## src/cci_pkg.sv

```systemverilog
// Shared widths, tag space and packed request/response types for the read-path
// tagging shim. Import it wherever these types or constants are needed.

package cci_pkg;

    // The host link tracks at most this many reads in flight
    localparam int NUM_TAGS = 16;
    localparam int TAG_W = $clog2(NUM_TAGS);

    // Free-tag counter must hold the full value NUM_TAGS, so it needs one extra bit
    localparam int CNT_W = $clog2(NUM_TAGS + 1);

    // The AFU is throttled once the free list drains to this many tags
    localparam int ALM_EMPTY_LEVEL = 2;

    localparam int ADDR_W = 32;
    localparam int DATA_W = 64;
    localparam int MDATA_W = 8;

    // Cache line address as seen by both sides
    typedef logic [ADDR_W-1:0] addr_t;
    // Read response payload
    typedef logic [DATA_W-1:0] data_t;
    // Host-side tag, owned by the shim
    typedef logic [TAG_W-1:0] tag_t;
    // AFU-side metadata, opaque to the shim and returned unchanged
    typedef logic [MDATA_W-1:0] mdata_t;
    // Number of tags currently in the free list
    typedef logic [CNT_W-1:0] tag_cnt_t;

    // Read request as issued by the AFU
    typedef struct packed {
        addr_t  addr;
        mdata_t mdata;
    } afu_rd_req_t;

    // Read request as it leaves toward the host, metadata swapped for a tag
    typedef struct packed {
        addr_t addr;
        tag_t  tag;
    } host_rd_req_t;

    // Read response from the host, keyed by tag
    typedef struct packed {
        tag_t  tag;
        data_t data;
    } host_rd_rsp_t;

    // Read response handed back to the AFU with its own metadata restored
    typedef struct packed {
        mdata_t mdata;
        data_t  data;
    } afu_rd_rsp_t;

endpackage

```

## src/cci_shim_top.sv

```systemverilog
// Read-path shim between an AFU and the host link. Requests are retagged on the
// way out and responses get their AFU metadata back one cycle after arrival.

module cci_shim_top
#(
    // Passed to the buffer, adds a cycle to the request path when nonzero
    parameter int REGISTER_OUTBOUND = 0
)
(
    input  logic                  clk,
    input  logic                  rst_n,

    // AFU side
    input  logic                  afu_rd_valid,
    input  cci_pkg::afu_rd_req_t  afu_rd_req,
    output logic                  afu_almost_full,
    output logic                  afu_rsp_valid,
    output cci_pkg::afu_rd_rsp_t  afu_rsp,

    // Host side
    output logic                  host_rd_valid,
    output cci_pkg::host_rd_req_t host_rd_req,
    input  logic                  host_almost_full,
    input  logic                  host_rsp_valid,
    input  cci_pkg::host_rd_rsp_t host_rsp
);
    import cci_pkg::*;

    // Buffered connection between the tagging shim and the buffer
    logic         buf_rd_valid;
    host_rd_req_t buf_rd_req;
    logic         buf_almost_full;
    logic         buf_rsp_valid;
    host_rd_rsp_t buf_rsp;

    tag_meta_shim tag_shim_i
    (
        .clk             (clk),
        .rst_n           (rst_n),
        .afu_rd_valid    (afu_rd_valid),
        .afu_rd_req      (afu_rd_req),
        .afu_almost_full (afu_almost_full),
        .afu_rsp_valid   (afu_rsp_valid),
        .afu_rsp         (afu_rsp),
        .qlp_rd_valid    (buf_rd_valid),
        .qlp_rd_req      (buf_rd_req),
        .qlp_almost_full (buf_almost_full),
        // Raw tag starts the metadata lookup before the buffer releases the response
        .raw_rsp_tag     (host_rsp.tag),
        .qlp_rsp_valid   (buf_rsp_valid),
        .qlp_rsp         (buf_rsp)
    );

    qlp_rx_buffer #(
        .REGISTER_OUTBOUND (REGISTER_OUTBOUND)
    ) rx_buffer_i
    (
        .clk             (clk),
        .rst_n           (rst_n),
        .buf_rd_valid    (buf_rd_valid),
        .buf_rd_req      (buf_rd_req),
        .buf_almost_full (buf_almost_full),
        .buf_rsp_valid   (buf_rsp_valid),
        .buf_rsp         (buf_rsp),
        .raw_rd_valid    (host_rd_valid),
        .raw_rd_req      (host_rd_req),
        .raw_almost_full (host_almost_full),
        .raw_rsp_valid   (host_rsp_valid),
        .raw_rsp         (host_rsp)
    );

endmodule

```

## src/meta_ram.sv

```systemverilog
// Per-tag store for AFU metadata. Simple dual-port, one write and one read,
// with a one-cycle registered read so it maps onto block RAM.

module meta_ram
(
    input  logic           clk,

    // Written when a request is tagged
    input  logic           wr_en,
    input  cci_pkg::tag_t  wr_addr,
    input  cci_pkg::mdata_t wr_data,

    // Read address is the raw response tag, data follows one cycle later
    input  cci_pkg::tag_t  rd_addr,
    output cci_pkg::mdata_t rd_data
);
    import cci_pkg::*;

    mdata_t mem [NUM_TAGS];

    // Contents are only meaningful for tags that are in flight
    always_ff @(posedge clk)
    begin
        if (wr_en)
        begin
            mem[wr_addr] <= wr_data;
        end
    end

    // Read every cycle, the consumer decides whether the result is used
    always_ff @(posedge clk)
    begin
        rd_data <= mem[rd_addr];
    end

endmodule

```

## src/qlp_rx_buffer.sv

```systemverilog
// Interposer on the host side of the shim. Every response gets one register stage,
// giving a block RAM lookup started on the raw tag time to complete.

module qlp_rx_buffer
#(
    // Nonzero registers the outbound request and the inbound almost-full
    parameter int REGISTER_OUTBOUND = 0
)
(
    input  logic                  clk,
    input  logic                  rst_n,

    // Buffered side, faces the tagging shim
    input  logic                  buf_rd_valid,
    input  cci_pkg::host_rd_req_t buf_rd_req,
    output logic                  buf_almost_full,
    output logic                  buf_rsp_valid,
    output cci_pkg::host_rd_rsp_t buf_rsp,

    // Raw side, faces the host link
    output logic                  raw_rd_valid,
    output cci_pkg::host_rd_req_t raw_rd_req,
    input  logic                  raw_almost_full,
    input  logic                  raw_rsp_valid,
    input  cci_pkg::host_rd_rsp_t raw_rsp
);
    import cci_pkg::*;

    // Request direction, wires or a single register stage
    generate
        if (REGISTER_OUTBOUND == 0)
        begin : g_tx_pass
            assign raw_rd_valid    = buf_rd_valid;
            assign raw_rd_req      = buf_rd_req;
            assign buf_almost_full = raw_almost_full;
        end
        else
        begin : g_tx_reg
            always_ff @(posedge clk or negedge rst_n)
            begin
                if (!rst_n)
                begin
                    raw_rd_valid    <= 1'b0;
                    buf_almost_full <= 1'b0;
                end
                else
                begin
                    raw_rd_valid    <= buf_rd_valid;
                    buf_almost_full <= raw_almost_full;
                end
            end

            // Request payload is qualified by the valid
            always_ff @(posedge clk)
            begin
                raw_rd_req <= buf_rd_req;
            end
        end
    endgenerate

    // Responses are always delayed by one cycle, and there is no back-pressure
    always_ff @(posedge clk or negedge rst_n)
    begin
        if (!rst_n)
        begin
            buf_rsp_valid <= 1'b0;
        end
        else
        begin
            buf_rsp_valid <= raw_rsp_valid;
        end
    end

    always_ff @(posedge clk)
    begin
        buf_rsp <= raw_rsp;
    end

endmodule

```

## src/tag_free_list.sv

```systemverilog
// Circular FIFO of unused host tags, filled with every tag at reset.
// The head tag is offered on alloc_tag; alloc pops it and free pushes a returned tag.

module tag_free_list
(
    input  logic          clk,
    input  logic          rst_n,

    // Pop side, the head is valid whenever the list is not empty
    input  logic          alloc,
    output cci_pkg::tag_t alloc_tag,

    // Push side for tags coming back with their responses
    input  logic          free,
    input  cci_pkg::tag_t free_tag,

    output logic          almost_empty
);
    import cci_pkg::*;

    // Storage has exactly one slot per tag, so it can never overflow
    tag_t     tags [NUM_TAGS];
    tag_t     rd_ptr;
    tag_t     wr_ptr;
    tag_cnt_t count;

    assign alloc_tag = tags[rd_ptr];

    // Pointers are tag-wide, so they wrap on their own at NUM_TAGS
    always_ff @(posedge clk or negedge rst_n)
    begin
        if (!rst_n)
        begin
            // Start out holding tags 0 to NUM_TAGS-1 in order
            for (int i = 0; i < NUM_TAGS; i++)
            begin
                tags[i] <= tag_t'(i);
            end
            rd_ptr <= '0;
            wr_ptr <= '0;
        end
        else
        begin
            if (alloc)
            begin
                rd_ptr <= rd_ptr + 1'b1;
            end
            if (free)
            begin
                tags[wr_ptr] <= free_tag;
                wr_ptr       <= wr_ptr + 1'b1;
            end
        end
    end

    // Occupancy, a simultaneous pop and push leaves it unchanged
    always_ff @(posedge clk or negedge rst_n)
    begin
        if (!rst_n)
        begin
            count <= tag_cnt_t'(NUM_TAGS);
        end
        else
        begin
            case ({alloc, free})
                2'b10:   count <= count - 1'b1;
                2'b01:   count <= count + 1'b1;
                default: count <= count;
            endcase
        end
    end

    // Early warning so requests already on their way still find a tag
    assign almost_empty = (count <= tag_cnt_t'(ALM_EMPTY_LEVEL));

endmodule

```

## src/tag_meta_shim.sv

```systemverilog
// Swaps AFU metadata for a host tag on each read, and swaps it back on the
// response. Sits on the buffered side of qlp_rx_buffer and also sees the raw tag.

module tag_meta_shim
(
    input  logic                  clk,
    input  logic                  rst_n,

    // AFU side
    input  logic                  afu_rd_valid,
    input  cci_pkg::afu_rd_req_t  afu_rd_req,
    output logic                  afu_almost_full,
    output logic                  afu_rsp_valid,
    output cci_pkg::afu_rd_rsp_t  afu_rsp,

    // Buffered host side
    output logic                  qlp_rd_valid,
    output cci_pkg::host_rd_req_t qlp_rd_req,
    input  logic                  qlp_almost_full,

    // Tag of the unbuffered response, one cycle ahead of qlp_rsp
    input  cci_pkg::tag_t         raw_rsp_tag,
    input  logic                  qlp_rsp_valid,
    input  cci_pkg::host_rd_rsp_t qlp_rsp
);
    import cci_pkg::*;

    tag_t   alloc_tag;
    logic   tags_low;
    mdata_t rsp_mdata;

    // Free list of host tags
    //
    // A request takes the head tag in the cycle it arrives. The tag of a
    // buffered response goes back in the same cycle that response leaves.
    tag_free_list free_list_i
    (
        .clk          (clk),
        .rst_n        (rst_n),
        .alloc        (afu_rd_valid),
        .alloc_tag    (alloc_tag),
        .free         (qlp_rsp_valid),
        .free_tag     (qlp_rsp.tag),
        .almost_empty (tags_low)
    );

    // Metadata store indexed by tag
    //
    // The write happens alongside the outgoing request. The read is launched
    // by the raw response tag so the data lines up with the buffered response.
    meta_ram meta_ram_i
    (
        .clk     (clk),
        .wr_en   (afu_rd_valid),
        .wr_addr (alloc_tag),
        .wr_data (afu_rd_req.mdata),
        .rd_addr (raw_rsp_tag),
        .rd_data (rsp_mdata)
    );

    // Outbound requests keep their address and carry the allocated tag
    // instead of the AFU metadata. No extra latency is added here.
    always_comb
    begin
        qlp_rd_valid    = afu_rd_valid;
        qlp_rd_req.addr = afu_rd_req.addr;
        qlp_rd_req.tag  = alloc_tag;
    end

    // Throttle the AFU when the host is backing up or tags are running out.
    // The free-list level leaves room for requests issued before the
    // registered almost-full from the buffer has caught up.
    assign afu_almost_full = qlp_almost_full | tags_low;

    // Responses leave in the same cycle they come out of the buffer,
    // with the RAM output supplying the original metadata
    always_comb
    begin
        afu_rsp_valid = qlp_rsp_valid;
        afu_rsp.mdata = rsp_mdata;
        afu_rsp.data  = qlp_rsp.data;
    end

endmodule

```

## config.mk

```make
export PLATFORM = sky130hd
export DESIGN_NAME = cci_shim_top
export DESIGN_NICKNAME = d
export VERILOG_FILES = /design/src/cci_pkg.sv /design/src/cci_shim_top.sv /design/src/meta_ram.sv /design/src/qlp_rx_buffer.sv /design/src/tag_free_list.sv /design/src/tag_meta_shim.sv
export SDC_FILE = /design/constraint.sdc
export NUM_CORES = 1
export LEC_CHECK = 0
export BUFFER_PORTS_ARGS = -buffer_cell sky130_fd_sc_hd__buf_2
export CAP_MARGIN = 40
export CORE_MARGIN = 3
export CORE_UTILIZATION = 40
export CTS_BUF_LIST = sky130_fd_sc_hd__clkbuf_16
export DETAILED_ROUTE_END_ITERATION = 10
export HOLD_SLACK_MARGIN = 0.08
export PLACE_DENSITY = 0.62
export SLEW_MARGIN = 25
export SYNTH_ARGS = -nofsm -noshare
export SYNTH_HDL_FRONTEND = slang
export SYNTH_SLANG_ARGS = --single-unit
export TNS_END_PERCENT = 20
```

## constraint.sdc

```tcl
create_clock -name clk -period 7.02 [get_ports clk]
set_clock_uncertainty 0.15 [all_clocks]
set_input_delay 0.351 -clock clk [delete_from_list [all_inputs] [get_ports clk]]
set_output_delay 0.351 -clock clk [all_outputs]
set_load 0.03 [all_outputs]
```

==> implementation parameters, run 1 <==
Parameter                              Value

Run status
  Outcome    finished clean

Critical path
  Startpoint of the most critical register-to-register path    tag_shim_i.free_list_i.rd_ptr[0]
  Worst setup SP type    flip-flop
  Required time worst endpoint    7.03 ns
  Nature of the critical path endpoint    flip-flop
  Max incr delay on CP    0.61 ns
  Slowest-stage cell, CP    sky130_fd_sc_hd__nor2_1
  Classification of the worst setup path    flip-flop to flip-flop
  Crit path buffers/inverters    1
  Worst-path maximum fanout    23
  Depth of the most critical reg-to-reg path    6
  R2r endpoint    tag_shim_i.meta_ram_i.mem[5][0]
  Crit path DAT    3.11 ns
  Top delay family on crit path    simple AND/OR/NAND/NOR gates
  Worst R2R Setup Slack    3.92 ns
  List of cells traversed by the critical path    buf_4, mux4_2, a22oi_1, nand2_1, o21bai_1, nor2_1
  Levels on crit path    6

Floorplanning
  Core Region    26500 um^2
  Initial standard-cell utilization of the core    41.3%
  Count of pins on the block boundary    224
  Die W    171 um
  Rows    59
  Overall die area    29400 um^2
  Die height    around 170 um

Worst hold path
  Hold Crit Class    input pin to flip-flop
  Worst Hold Path Cells    1
  Hold Startpoint    afu_rd_req[7]
  Hold-critical path endpoint    tag_shim_i.meta_ram_i.mem[11][7]

STA
  Headroom to the max-slew limit    48.5%
  Actual transition at the worst max-transition pin    0.770 ns
  Unrepaired setup endpoints after global routing    false
  Post-layout minimum cycle time    just over 3 ns
  Final worst path period share    44.2%
  Final Hold Viols    0
  Fmax    322 MHz
  Final max-slew violation count    0
  Sum Neg Setup Slack    0 ns
  Hold_ws    0.106 ns
  Count of final setup violators    0

Synthesis
  Largest family of logic cells by synthesized area    multiplexers
  Yosys Warn Count    0
  Ys flop type    sky130_fd_sc_hd__edfxtp_1
  Fraction of registers with async set/reset    about 28%
  Distinct cell type count of the synthesized netlist    between 40 and 50
  Number of synthesized flops with an enable pin    128
  Seq/Total Area, Yosys    67.2%
  Average size of a mapped cell    between 15 and 20 um^2
  Fraction of synthesized area in multiplexers    around 18%
  Compound-cell area share of the yosys netlist    1.47%
  Post-synthesis cell area    11000 um^2
  Synth Net Count    766
  Yosys reg bits    ~280
  Adder and majority gate portion of the synthesized area    about 1.2%
  Post-synthesis xor/xnor area fraction    0.880%
  Post-synthesis simple-gate area fraction    2.81%
  Count of mapped cells out of synthesis    between 600 and 700

Finish
  Total inserted antenna cells    0
  Share of cells above drive strength 1    45.7%
  Final core utilization    49.5%
  Fin nets    915
  Synthesis-to-finish area growth    19.8%
  Multi-input combinational cell area    2720 um^2
  Fill cell count    2171
  Register cell area after layout    7360 um^2

Place
  IO buf count    about 160
  RePlAce Congestion    0.781
  Final HPWL from detailed placement    15800 um

Clock tree
  TritonCTS clock tree    built
  H-tree lvl count    1
  CTS clk-pin slew, worst paths    0.06 ns
  CTS buffer count    30
  Post-CTS setup buffer count    0
  Clock latency reported for the late side of the worst-skew pair    around 0.54 ns
  TritonCTS sink count    between 200 and 300
  Buffer depth of the longest clock path    3
  Post-cts repair resize count    0
  Cell at the root of the clock tree    sky130_fd_sc_hd__clkbuf_16

Route
  Detailed-route wire length    23900 um
  Final routed DRC violation total    0
  DR WL/cell    20.7 um
  Top Layer Used    met4
  M1 WL    10200 um
  Vias per cell    5.02
  Routed wl met3    1450 um
  Final ANT Viol Nets    0
  Detailed-routed wire length on met2    around 12000 um
  DRT Pass-1 Iters    4
  Number of vias in the routed layout    between 5000 and 6000
  Violation count after the first detailed-route iteration    390

Run
  Max-cap violations    0

Pwr
  Leak Pwr    0.00515 uW
  Power density relative to cell area    405 nW/um^2
  Peak ir drop on the vdd network    just under 0.3 mV
  Total design power    5310 uW

Global routing
  First-pass GRT wire length    36600 um
  Maximum number of pins on one net before global-route repair    47
  Number of antenna violations at the first check in global routing    0
  Overall routing resource usage    16.3%
  Residual overflow from global routing    0
  Via count of the first global-routing pass    6283
## power breakdown
part | internal, uW | switching [uW]
combinational | 608 | 714
clock | 899 | 630
sequential | 2220 | 236
total | 3730 | 1580
## repair_timing
item,4_1_cts,5_1_grt
hold buffers,73,1
endpoints found under the setup margin,0,0
hold endpoints to repair,155,1
## state kept, by name, summed over array words and instances, names as in the netlist
register	cells
rx_buffer_i.buf_rsp	68
rx_buffer_i.buf_rsp_valid	1
tag_shim_i.free_list_i.count	5
tag_shim_i.free_list_i.rd_ptr	4
tag_shim_i.free_list_i.tags	64
tag_shim_i.free_list_i.wr_ptr	4
tag_shim_i.meta_ram_i.mem	128
tag_shim_i.meta_ram_i.rd_data	8
## worst reg2reg max path, cell delays in order, from the launching register on
cell and delay [ns]:
sky130_fd_sc_hd__dfrtp_1 0.32, sky130_fd_sc_hd__buf_4 0.37, sky130_fd_sc_hd__mux4_2 0.57, sky130_fd_sc_hd__a22oi_1 0.26, sky130_fd_sc_hd__nand2_1 0.16, sky130_fd_sc_hd__o21bai_1 0.29
sky130_fd_sc_hd__nor2_1 0.61
## layer usage
layer / track usage, % / vias up
li1: - / 2589
met1: 21.8 / 2948
met2: 27.1 / 197
met3: 4.11 / 39
met4: 3.43 / 0
met5: 0 / -
## synthesized netlist by cell type, drive strengths merged (2+ instances only)
master / number / area (um^2)
mux4: 52 / 1170
a22oi: 8 / 70.1
xor2: 4 / 35.0
edfxtp: 128 / 3840
o21bai: 2 / 15.0
ha: 9 / 113
dfstp: 33 / 867
mux2: 66 / 743
xnor2: 7 / 61.3
nor2: 18 / 77.6
nand2: 13 / 51.3
a21oi: 3 / 15.0
inv: 4 / 15.0
nor3: 4 / 20.0
nand4: 6 / 37.5
o21ai: 6 / 30.0
nor2b: 4 / 25.0
dfxtp: 76 / 1520
or2: 2 / 15.0
buf: 106 / 790
nand3: 10 / 50.1
clkbuf: 17 / 65.1
mux2i: 11 / 110
a21o: 2 / 15.0
dfrtp: 45 / 1130
## kinds of logic after synthesis
family,count (synthesis)
mux,129
compound gates,23
fa+ha+maj,10
xor+xnor,11
simple gates,61
flops,282
buf+inv,127
## metrics by stage
stage / instances / area, um^2 / setup WS, ns
after floorplan: 643 / 11000 / 4.16
after global placement: 1017 / 11300 / 3.94
after detailed placement: 1020 / 11400 / 3.88
after CTS: 1149 / 13100 / 3.86
after global routing: 1151 / 13100 / 3.67
final: 1151 / 13100 / 3.92
## placed cells by master (no fill, tap or decap), types with 3 or more instances in the layout
master                          instances
sky130_fd_sc_hd__nor2_1                14
sky130_fd_sc_hd__buf_2                161
sky130_fd_sc_hd__nor2b_1                4
sky130_fd_sc_hd__dlygate4sd3_1         74
sky130_fd_sc_hd__dfstp_2               33
sky130_fd_sc_hd__dfrtp_1               45
sky130_fd_sc_hd__nand2_1               12
sky130_fd_sc_hd__clkinv_4               4
sky130_fd_sc_hd__clkinv_2               6
sky130_fd_sc_hd__edfxtp_1             128
sky130_fd_sc_hd__nand4_1                6
sky130_fd_sc_hd__nand3_1               10
sky130_fd_sc_hd__clkbuf_16             32
sky130_fd_sc_hd__ha_1                   9
sky130_fd_sc_hd__mux4_2                52
sky130_fd_sc_hd__inv_1                  9
sky130_fd_sc_hd__a21oi_1                3
sky130_fd_sc_hd__mux2i_1               11
sky130_fd_sc_hd__xor2_1                 4
sky130_fd_sc_hd__nor2_2                 4
sky130_fd_sc_hd__mux2_2                66
sky130_fd_sc_hd__buf_4                  3
sky130_fd_sc_hd__xnor2_1                7
sky130_fd_sc_hd__clkinv_1               4
sky130_fd_sc_hd__dfxtp_1               76
sky130_fd_sc_hd__o21ai_0                5
sky130_fd_sc_hd__a22oi_1                6
sky130_fd_sc_hd__nor3_1                 4
## cell type report
class	instances	area share [%]
inverter	4	0.114
multi-input combinational	234	20.8
timing repair buffer	240	12.3
clock buffer	32	6.11
sequential	282	56.1
clock inverter	24	1.38
tap	335	3.20
## worst max path at each step
stage                                                 from                                to  slack, ns
after floorplan           tag_shim_i.free_list_i.rd_ptr[0]  tag_shim_i.meta_ram_i.mem[14][0]       4.16
after global placement    tag_shim_i.free_list_i.rd_ptr[0]   tag_shim_i.meta_ram_i.mem[9][7]       3.94
after detailed placement  tag_shim_i.free_list_i.rd_ptr[0]   tag_shim_i.meta_ram_i.mem[9][3]       3.88
after CTS                 tag_shim_i.free_list_i.rd_ptr[0]   tag_shim_i.meta_ram_i.mem[9][0]       3.86
after global routing      tag_shim_i.free_list_i.rd_ptr[0]   tag_shim_i.meta_ram_i.mem[5][0]       3.67
final                     tag_shim_i.free_list_i.rd_ptr[0]   tag_shim_i.meta_ram_i.mem[5][0]       3.92
(Power assumes the default switching activity.)
==> inputs of run 2 (changes only) <==
==> constraint.sdc (replaced) <==
create_clock -name clk -period 3.2 [get_ports clk]
set_clock_uncertainty 0.15 [all_clocks]
set_input_delay 0.16 -clock clk [delete_from_list [all_inputs] [get_ports clk]]
set_output_delay 0.16 -clock clk [all_outputs]
set_load 0.03 [all_outputs]
==> implementation parameters, run 2 (same netlist as run 1, synthesis figures left out) <==
Parameter                              Value

Route
  Number of vias in the routed layout    a little under 6000
  Violation count after the first detailed-route iteration    347
  Final ANT Viol Nets    0
  Final routed DRC violation total    0
  DRT Pass-1 Iters    4
  Vias per cell    around 5
  DR WL/cell    roughly 20 um
  Detailed-route wire length    around 24000 um

Floorplanning
  Core Region    about 27000 um^2
  Die W    171 um
  Rows    59
  Count of pins on the block boundary    224
  Overall die area    roughly 29000 um^2
  Die height    approximately 170 um
  Initial standard-cell utilization of the core    41.3%

Finish
  Finished Layout Cells    1163
  Register bank with the most flops    tag_shim_i.meta_ram_i.mem
  Fin nets    929
  Leading cell type in the layout, fill and taps excluded    sky130_fd_sc_hd__buf_2
  Largest registers    tag_shim_i.meta_ram_i.mem (128), rx_buffer_i.buf_rsp (68), tag_shim_i.free_list_i.tags (64)
  Top library cells by usage in the layout, fill and taps aside    160 x sky130_fd_sc_hd__buf_2, 128 x sky130_fd_sc_hd__edfxtp_1, 80 x sky130_fd_sc_hd__dlygate4sd3_1
  Fill cell count    2161
  Total inserted antenna cells    0
  Synthesis-to-finish area growth    20.3%
  Share of cells above drive strength 1    45.3%
  Flip-flop count of the largest register after layout    128

Place
  RePlAce Congestion    0.810
  IO buf count    roughly 160
  Final HPWL from detailed placement    ~17000 um
  Placed insts    1029

STA
  Hold_ws    0.0854 ns
  Actual transition at the worst max-transition pin    about 0.8 ns
  Final Hold Viols    0
  Count of final setup violators    0
  Unrepaired setup endpoints after global routing    false
  Sum Neg Setup Slack    0 ns
  Headroom to the max-slew limit    ~47%
  Final max-slew violation count    0
  Post-layout minimum cycle time    2.85 ns
  Fmax    350 MHz
  Final worst path period share    89.2%

Global routing
  Maximum number of pins on one net before global-route repair    34
  Met3 global-route usage    under 10%
  Overall routing resource usage    between 10% and 20%
  GRT met2 Usage    28.7%
  Number of antenna violations at the first check in global routing    0
  Residual overflow from global routing    0
  Via count of the first global-routing pass    6404
  Most Crowded Layer GR    met2
  Met1 Resource Use GR    20.2%
  First-pass GRT wire length    37000 um

Critical path
  Critical path launch point    tag_shim_i.free_list_i.rd_ptr[0]
  Crit path DAT    roughly 2.9 ns
  Worst-path maximum fanout    15
  Required time worst endpoint    3.21 ns
  Nature of the critical path endpoint    flip-flop
  Startpoint of the most critical register-to-register path    tag_shim_i.free_list_i.rd_ptr[0]
  Classification of the worst setup path    flip-flop to flip-flop
  Worst setup SP type    flip-flop

Pwr
  Power density relative to cell area    slightly below 900 nW/um^2
  Peak ir drop on the vdd network    0.468 mV
  Leak Pwr    0.00519 uW
  Total design power    between 10000 and 15000 uW

Clock tree
  Post-cts repair resize count    0
  CTS clk-pin slew, worst paths    0.07 ns
  TritonCTS sink count    282
  Cell at the root of the clock tree    sky130_fd_sc_hd__clkbuf_16
  TritonCTS clock tree    built
  Clock latency reported for the late side of the worst-skew pair    0.54 ns
  H-tree lvl count    1
  Buffer depth of the longest clock path    3
  CTS buffer count    28

Run
  Max-cap violations    0

Run status
  Outcome    finished clean

Worst hold path
  Hold Crit Class    input pin to async pin
[run 2: cell count changes in the layout (fill, tap and decap cells not counted), sizes merged]
cell	delta
bufinv	-2
clkinv	-5
inv	+2
dlygate4sd3	+6
clkbuf	+1
buf	+10
[run 2: layer usage]
layer  up-vias  part of all wire [%]
li1       2614                     -
met1      2900                    39
met2       226                    51
met3        46                   7.3
met4         0                   2.8
met5         -                     0
[run 2: final cells by class]
cell class                      instances  area, um^2  area share (%)
Tap cell                              335         419            3.18
Sequential cell                       282        7360            55.9
Multi-Input combinational cell        234        2720            20.7
Clock buffer                           33         826            6.27
Timing Repair Buffer                  256        1750            13.3
Clock inverter                         19        85.1           0.646
Inverter                                4        15.0           0.114
[run 2: per-stage QoR]
step,setup slack (ns),util [%],cell area [um^2]
2_1_floorplan,0.343,-,11000
5_1_grt,0.184,49.7,13200
3_3_place_gp,0.431,43.2,11400
4_1_cts,0.349,49.6,13100
6_report,0.346,49.7,13200
3_5_place_dp,0.363,43.2,11400
[run 2: timing repair]
action | in CTS | in global routing
hold endpoints to repair | 239 | 0
setup buffers | 0 | 0
hold buffers | 80 | 0
[run 2: worst paths after layout]
check / to / slack [ns] / depth (start not counted)
min: tag_shim_i.free_list_i.wr_ptr[3] / 0.09 / 2
max in group asynchronous: tag_shim_i.free_list_i.count[4] / 1.90 / 3
max: tag_shim_i.meta_ram_i.mem[12][2] / 0.35 / 6
min in group clk: rx_buffer_i.buf_rsp[43] / 0.11 / 2
max reg2reg: tag_shim_i.meta_ram_i.mem[12][2] / 0.35 / 6
min reg2reg: tag_shim_i.free_list_i.tags[50] / 0.36 / 1
[run 2: critical path, stage by stage (launching register included)]
cell	delay [ns]
sky130_fd_sc_hd__dfrtp_1	0.34
sky130_fd_sc_hd__buf_4	0.27
sky130_fd_sc_hd__mux4_2	0.54
sky130_fd_sc_hd__a22oi_1	0.24
sky130_fd_sc_hd__nand2_1	0.16
sky130_fd_sc_hd__o21bai_1	0.26
sky130_fd_sc_hd__nor2_1	0.52
[run 2: report_power, final]
group	switching (uW)	total (uW)	internal [uW]	leakage, uW
sequential	540	5410	4870	0.00269
clock	1310	3140	1830	0.000477
combinational	1570	2960	1390	0.00203
